==> src/wb_cdc_pkg.sv <==
`default_nettype none

package wb_cdc_pkg;

    // bus widths
    localparam int wb_addr_w     = 24;
    localparam int rw            = 16;
    localparam int sel_w         = 2;
    localparam int max_burst_log = 4;

    // address map
    localparam logic [wb_addr_w-1:0] local_limit = 24'h002000;  // first bridged address
    localparam int local_aw = 6;  // scratchpad aliases every 64 words
    localparam int ram_aw   = 8;
    localparam logic [wb_addr_w-ram_aw-1:0] ram_region = 16'h0020;

    // slave to master word holds data, err toggle and ack toggle
    localparam int sm_sync_w = rw + 2;

    // master to slave word holds cyc, adr, dat, we, sel, 4/8 burst and request toggle
    localparam int ms_sync_w = 1 + wb_addr_w + rw + 1 + sel_w + 2 + 1;

    // slave decodes the address as region + word index
    typedef union packed {
        logic [wb_addr_w-1:0] flat;
        struct packed {
            logic [wb_addr_w-ram_aw-1:0] region;
            logic [ram_aw-1:0]           idx;
        } f;
    } wb_addr_u;

endpackage

`default_nettype wire

==> src/wb_slave_ram.sv <==
`timescale 1ns/1ps
`default_nettype none

module wb_slave_ram import wb_cdc_pkg::*; (
    input  logic                 clk_s,
    input  logic                 s_rst,

    input  logic                 s_wb_cyc,
    input  logic                 s_wb_stb,
    input  logic [wb_addr_w-1:0] s_wb_adr,
    input  logic [rw-1:0]        s_wb_o_dat,
    input  logic                 s_wb_we,
    input  logic [sel_w-1:0]     s_wb_sel,
    input  logic                 s_wb_4_burst,
    input  logic                 s_wb_8_burst,
    output logic [rw-1:0]        s_wb_i_dat,
    output logic                 s_wb_ack,
    output logic                 s_wb_err
);

    logic [rw-1:0]            mem [2**ram_aw];
    logic [rw-1:0]            rd_dat;
    wb_addr_u                 adr_u;
    logic                     mapped;
    logic                     active;
    logic                     done;
    logic                     last;
    logic [max_burst_log-1:0] beat;
    logic [max_burst_log-1:0] last_beat;
    logic [ram_aw-1:0]        idx;

    assign adr_u  = s_wb_adr;
    assign mapped = adr_u.f.region == ram_region;
    assign idx    = adr_u.f.idx + ram_aw'(beat);  // wraps within 256

    assign last_beat = s_wb_we      ? '0 :
                       s_wb_8_burst ? max_burst_log'(7) :
                       s_wb_4_burst ? max_burst_log'(3) : '0;

    // done keeps a held stb from getting a second answer
    assign active = s_wb_cyc & s_wb_stb & ~done;
    assign last   = ~mapped | (beat == last_beat);  // err ends the burst

    always_ff @(posedge clk_s) begin
        if (s_rst) begin
            s_wb_ack <= 1'b0;
            s_wb_err <= 1'b0;
            beat     <= '0;
            done     <= 1'b0;
        end else begin
            s_wb_ack <= active & mapped;
            s_wb_err <= active & ~mapped;
            if (!(s_wb_cyc && s_wb_stb)) begin
                beat <= '0;
                done <= 1'b0;
            end else if (active) begin
                if (last) begin
                    beat <= '0;
                    done <= 1'b1;
                end else begin
                    beat <= beat + 1'b1;
                end
            end
        end
    end

    always_ff @(posedge clk_s) begin
        if (active && mapped) begin
            if (s_wb_we) begin
                for (int b = 0; b < sel_w; b++) begin
                    if (s_wb_sel[b]) begin
                        mem[idx][b*(rw/sel_w) +: rw/sel_w] <= s_wb_o_dat[b*(rw/sel_w) +: rw/sel_w];
                    end
                end
            end
            rd_dat <= mem[idx];
        end
    end

    assign s_wb_i_dat = rd_dat;

endmodule

`default_nettype wire

==> config.mk <==
export PLATFORM = sky130hd
export DESIGN_NAME = wb_slave_ram
export DESIGN_NICKNAME = d
export VERILOG_FILES = /design/src/wb_cdc_pkg.sv /design/src/wb_slave_ram.sv
export SDC_FILE = /design/constraint.sdc
export NUM_CORES = 2
export LEC_CHECK = 0
export BUFFER_PORTS_ARGS = -buffer_cell sky130_fd_sc_hd__buf_4
export CAP_MARGIN = 0
export CORE_MARGIN = 1.5
export CORE_UTILIZATION = 60
export CTS_CLUSTER_SIZE = 40
export DETAILED_ROUTE_END_ITERATION = 8
export PLACE_DENSITY = 0.8
export SLEW_MARGIN = 20
export SYNTH_ARGS = -nofsm -noshare
export SYNTH_HDL_FRONTEND = slang
export SYNTH_SLANG_ARGS = --single-unit
==> constraint.sdc <==
create_clock -name clk_s -period 7.86 [get_ports clk_s]
set_input_delay 1.179 -clock clk_s [delete_from_list [all_inputs] [get_ports clk_s]]
set_output_delay 1.179 -clock clk_s [all_outputs]
set_load 0.05 [all_outputs]
# Yosys cells after proc, flatten, opt, wreduce, memory -nomap -nowiden
# Memory sizes are Yosys's and may differ from the RTL's. A register that Yosys moved wholly into a read port is not among the register bits.
# Cells that the tools add are included.
# totals
word_cells,33
inputBits,49
n_memories,1
reg_bits,7
mem_bits_rw,4096
# mem_list
memory,words,word_bits,read_ports,rd_clocked_by_memory_dff,wr,line,rtl
mem,256,16,1,1,1,wb_slave_ram.sv:21,logic [rw-1:0] mem [2**ram_aw];
# op_classes
n_bitwise,8
mux,12
add_sub_neg,2
n_eq_ne,2
n_reduce_logical,4
# ops
op,n
$eq A16 B6 Y1 const B,1
$add A8 B4 Y8,1
$mux W1,8
$mux W3,2
$add A4 B1 Y4 const B,1
$and A1 B1 Y1,4
$eq A4 B3 Y1,1
$mux W4,1
$not A1 Y1,3
$logic_and A1 B1 Y1,2
$mux W2,1
$reduce_and A2 Y1,1
$reduce_or A2 Y1,1
$or A1 B1 Y1,1

# Depth between registers and ports, before layout
# logic_depth
ltp_word,6
ltp_mapped,14
ltp_nobuf,9

# Worst setup path before layout
# OpenSTA, ideal clock, no wires.
# synth_path
path_kind,input to register
start,in s_wb_adr[0]
end,"reg rd_dat[13], in the netlist s_wb_i_dat[13], read port of mem, data pin"
required_time_ns,7.581
slack_ns,3.287
arrival_time_ns,4.293
setup_ns,0.279
cell_stages,13
path_buffers,6
path_cell_list,ha_1 -> fa_1 -> buf_2 -> buf_4 -> buf_2 -> buf_2 -> clkbuf_1 -> clkbuf_1 -> mux4_2 -> mux2i_1 -> o22ai_1 -> o41ai_1 -> o2111ai_1
# synth_between
elab_chain_len,1
# synth_lines
item,line,rtl
"start, declared",wb_slave_ram.sv:10,"input logic [wb_addr_w-1:0] s_wb_adr,"
$add A8 B4 Y8,wb_slave_ram.sv:34,assign idx = adr_u.f.idx + ram_aw'(beat);
"end, declared",wb_slave_ram.sv:22,logic [rw-1:0] rd_dat;
# Every way passes these cells.
# A chain may end at the register's enable or synchronous reset.

# Worst setup path after layout
# layout_path
start,reg beat[0]
end,"reg rd_dat[7], in the netlist s_wb_i_dat[7], read port of mem, data pin"
# layout_between
elab_chain_len,1
# layout_lines
item,line,rtl
"start, declared",wb_slave_ram.sv:28,logic [max_burst_log-1:0] beat;
"start signal, assigned",wb_slave_ram.sv:61,beat <= beat + 1'b1;
$add A8 B4 Y8,wb_slave_ram.sv:34,
# Every way passes these cells.

==> flow_summary.ini <==
[run_status]
outcome = complete, but fails checks
failing_checks = DRC

[clocking]
tritoncts = done
cts.repair.resized = 0
htree_num_levels = 5
skew_pair_late_insertion_delay_ps = 930
numClockSinks = 4119
cts-root-to-sink-buffers = 4
clock_root_buffer = sky130_fd_sc_hd__clkbuf_16
post-cts-setup-buffer-count = 0
tritoncts.num_buffers = 386
hold_buffers = 0
path_clk_slew_ps = 60

[timing]
max_freq_mhz = 164
period_minus_slack_ps = 6100
report.final.setup_viol = 0
slew_headroom_pct = 7.57
timing.final.hold_violations = 0
final_worst_hold_slack_ps = 448
tightest_slew_ps = 1390
timing.final.crit_share_pct = 77.6
timing.clock.skew_ps = 77.1
unrepaired_setup_endpoints_after_global_routing = false
fin_tns_setup_ps = 0
final_max_slew_viol_count = 0

[finish]
layout.nets = 7501
syn_to_final_growth_pct = 10.9
ratio_of_cells_with_drive_above_1_in_the_final_layout_pct = 26.7
design_area_um2 = 177000
final-instance-count-excl-fill = 11300
layout_commonest_cell = sky130_fd_sc_hd__edfxtp_1
final_core_utilization_pct = 66.9
layout.cells.most_common_list = sky130_fd_sc_hd__edfxtp_1, sky130_fd_sc_hd__mux4_2, sky130_fd_sc_hd__nor2_1

[synthesis]
postSynthAreaPerCell_um2 = 22.0
ys_dominant_reg_cell = sky130_fd_sc_hd__edfxtp_1
synthesis.instances = 7280
synth_fp_nets = 7335
sequential_fraction_of_the_synthesis_area_pct = 77.2
synth.yosys.warnings = 0
netlist-cell-type-count = 68
synth_edf_count = 4112
ys_async_sr_fraction_pct = 0
synth-seq-cells = 4119
synthesized_cell_area_um2 = 160000

[floorplan]
floorplan.initialDensity_pct = 60.3
die_height_um = 520
floorplan.die.width_um = 520
die_area_um2 = 270000
ios = 67
std_cell_rows = 189
coreArea_um2 = 265000

[detailed_routing]
route.detailed.wl_per_inst_um = 37.3
drt_first_iter_violations = 13500
drc_errors = 9
routed_wl_um = 422000
vias = 80800
drtAntennaViolNets = 0
routed_via_density = 7.15
detail_route.first_pass.iterations = 9

[grt]
globalRoute.totalOverflow = 0
gr-max-usage-layer = met2
grt_use_met3_pct = 9.06
grt_first_pass_wirelength_um = 603000
met1_track_demand_over_resource_pct = 41.1
grt_max_degree = 174
number_of_global_route_vias_before_repair = 81700
global_route.usage.met2_pct = 48.2
grt_use_total_pct = 31.4
antenna_violations_before_repair = 25

[placed_design]
dpl_cell_area_um2 = 165000
place_congestion = 0.893
hpwl_um = 233000
placement.io_buffers = 66
post-place-cells = 10600

[power_and_ir_drop]
power_frac_clock_pct = 41.6
combPwrFrac_pct = 4.8
total_switching_power_mw = 9.58
switching_share_pct = 21.3
internal_power_mw = 35.4
leakagePower_nw = 54.7
pwr-share-seq_pct = 53.6
max-vdd-ir-drop_mv = 0.175
pwrdens_nw_per_um2 = 254

[critical_path]
cp-start-kind = flop
timing.critical_path.arrival_ps = 6750
timing.critical_path.required_ps = 8510
critPathMaxStageDelay_ps = 1070
ff2ff_path_depth = 10
rr_endpoint = s_wb_i_dat[7]
crit_type = flop to flop
crit_path_max_fanout = 28
r2r_slack_ps = 1760
worstPathCellList = ha_4, fa_4, a21o_1, a211o_1, a211oi_4, or2_2, buf_4, o22ai_1, o41ai_2, or4b_1
rr_startpoint = beat[0]
critPathSlowestCell = sky130_fd_sc_hd__or2_2
critPathCaptureType = flop

[worst_hold_path]
worst_hold_path.endpoint = s_wb_ack
hold-path-cell-count = 2
min_from = s_rst
min_path_type = input pin to flop

[flow_run]
drv.max_cap_violation_count = 0
[state kept, by name (all words and copies together) (netlist names)]
register / cells
beat: 4
s_wb_err: 1
s_wb_ack: 1
mem: 4096
s_wb_i_dat: 16
done: 1
[worst max path at each step]
| stage | cells after the start | end | startpoint | slack (ps) |
|---|---|---|---|---|
| 2_1_floorplan | 13 | s_wb_i_dat[13] | s_wb_adr[0] | 3290 |
| 3_3_place_gp | 11 | s_wb_i_dat[3] | s_wb_adr[0] | 720 |
| 3_5_place_dp | 11 | s_wb_i_dat[7] | s_wb_adr[0] | 1270 |
| 4_1_cts | 10 | s_wb_i_dat[7] | beat[0] | 2060 |
| 5_1_grt | 10 | s_wb_i_dat[7] | beat[0] | 1810 |
| 6_report | 10 | s_wb_i_dat[7] | beat[0] | 1760 |
[worst max-delay path: cells and delay by family, from the launching register on]
family          cells  cell delay (ps)
buf+inv             1              340
fa+ha+maj           2              750
flops               1              380
simple gates        2             1590
compound gates      5             2720
[synth_stat cells (34+ instances only)]
master,n,share of area [%]
sky130_fd_sc_hd__a311oi_1,34,0.19
sky130_fd_sc_hd__mux4_2,1054,15
sky130_fd_sc_hd__and3_1,61,0.24
sky130_fd_sc_hd__clkbuf_1,207,0.49
sky130_fd_sc_hd__nor2_1,543,1.3
sky130_fd_sc_hd__buf_4,48,0.23
sky130_fd_sc_hd__o22ai_1,54,0.21
sky130_fd_sc_hd__nand2_1,237,0.56
sky130_fd_sc_hd__edfxtp_1,4112,77
sky130_fd_sc_hd__mux2_2,159,1.1
sky130_fd_sc_hd__a211oi_1,73,0.34
sky130_fd_sc_hd__buf_2,181,0.57
sky130_fd_sc_hd__mux2i_1,161,1.0
[power groups by stage]
stage | Combinational, mW | Sequential, mW | Clock, mW
final | 2.15 | 24.2 | 18.7
after global routing | 2.19 | 24.1 | 19.5
after CTS | 2.09 | 24.2 | 18.7
after detailed placement | 2.05 | 24.6 | 0
after global placement | 1.99 | 24.6 | 0
after floorplan | 1.13 | 24.6 | 0
[layer usage]
metal	up-vias	wire (µm)	part of all wire (%)
met3	1333	58300	14
met1	41400	138000	33
met4	20	26500	6.3
met2	7095	199000	47
met5	-	143	0.034
li1	31000	-	-
[logic make-up (layout without fill, tap and decap cells)]
family	count (synthesis)	after routing	share of synthesized area [%]
DFF	4119	4119	77.2
and+or+nand+nor	918	918	2.37
other	0	18	0
adders and majority gates	6	6	0.0516
muxes	1374	1374	17.0
AOI/OAI and AO/OA	382	382	1.95
xor gates and xnor gates	8	8	0.0438
buffers and inverters	473	951	1.40
[cell type report]
type,instances,area (µm²)
Fill cell,15200,87900
Antenna cell,18,45.0
Timing Repair Buffer,246,2420
Inverter,5,18.8
Sequential cell,4119,124000
Clock buffer,461,10100
Clock inverter,239,2310
Multi-Input combinational cell,2688,34500
Tap cell,3533,4420
[through the flow]
step,setup WS (ps),total power [mW]
after global routing,1810,45.9
after global placement,720,26.6
after floorplan,3290,25.8
final,1760,45.0
after detailed placement,1270,26.7
after CTS,2060,45.0
Note: power is estimated with default switching activity, not from simulation.
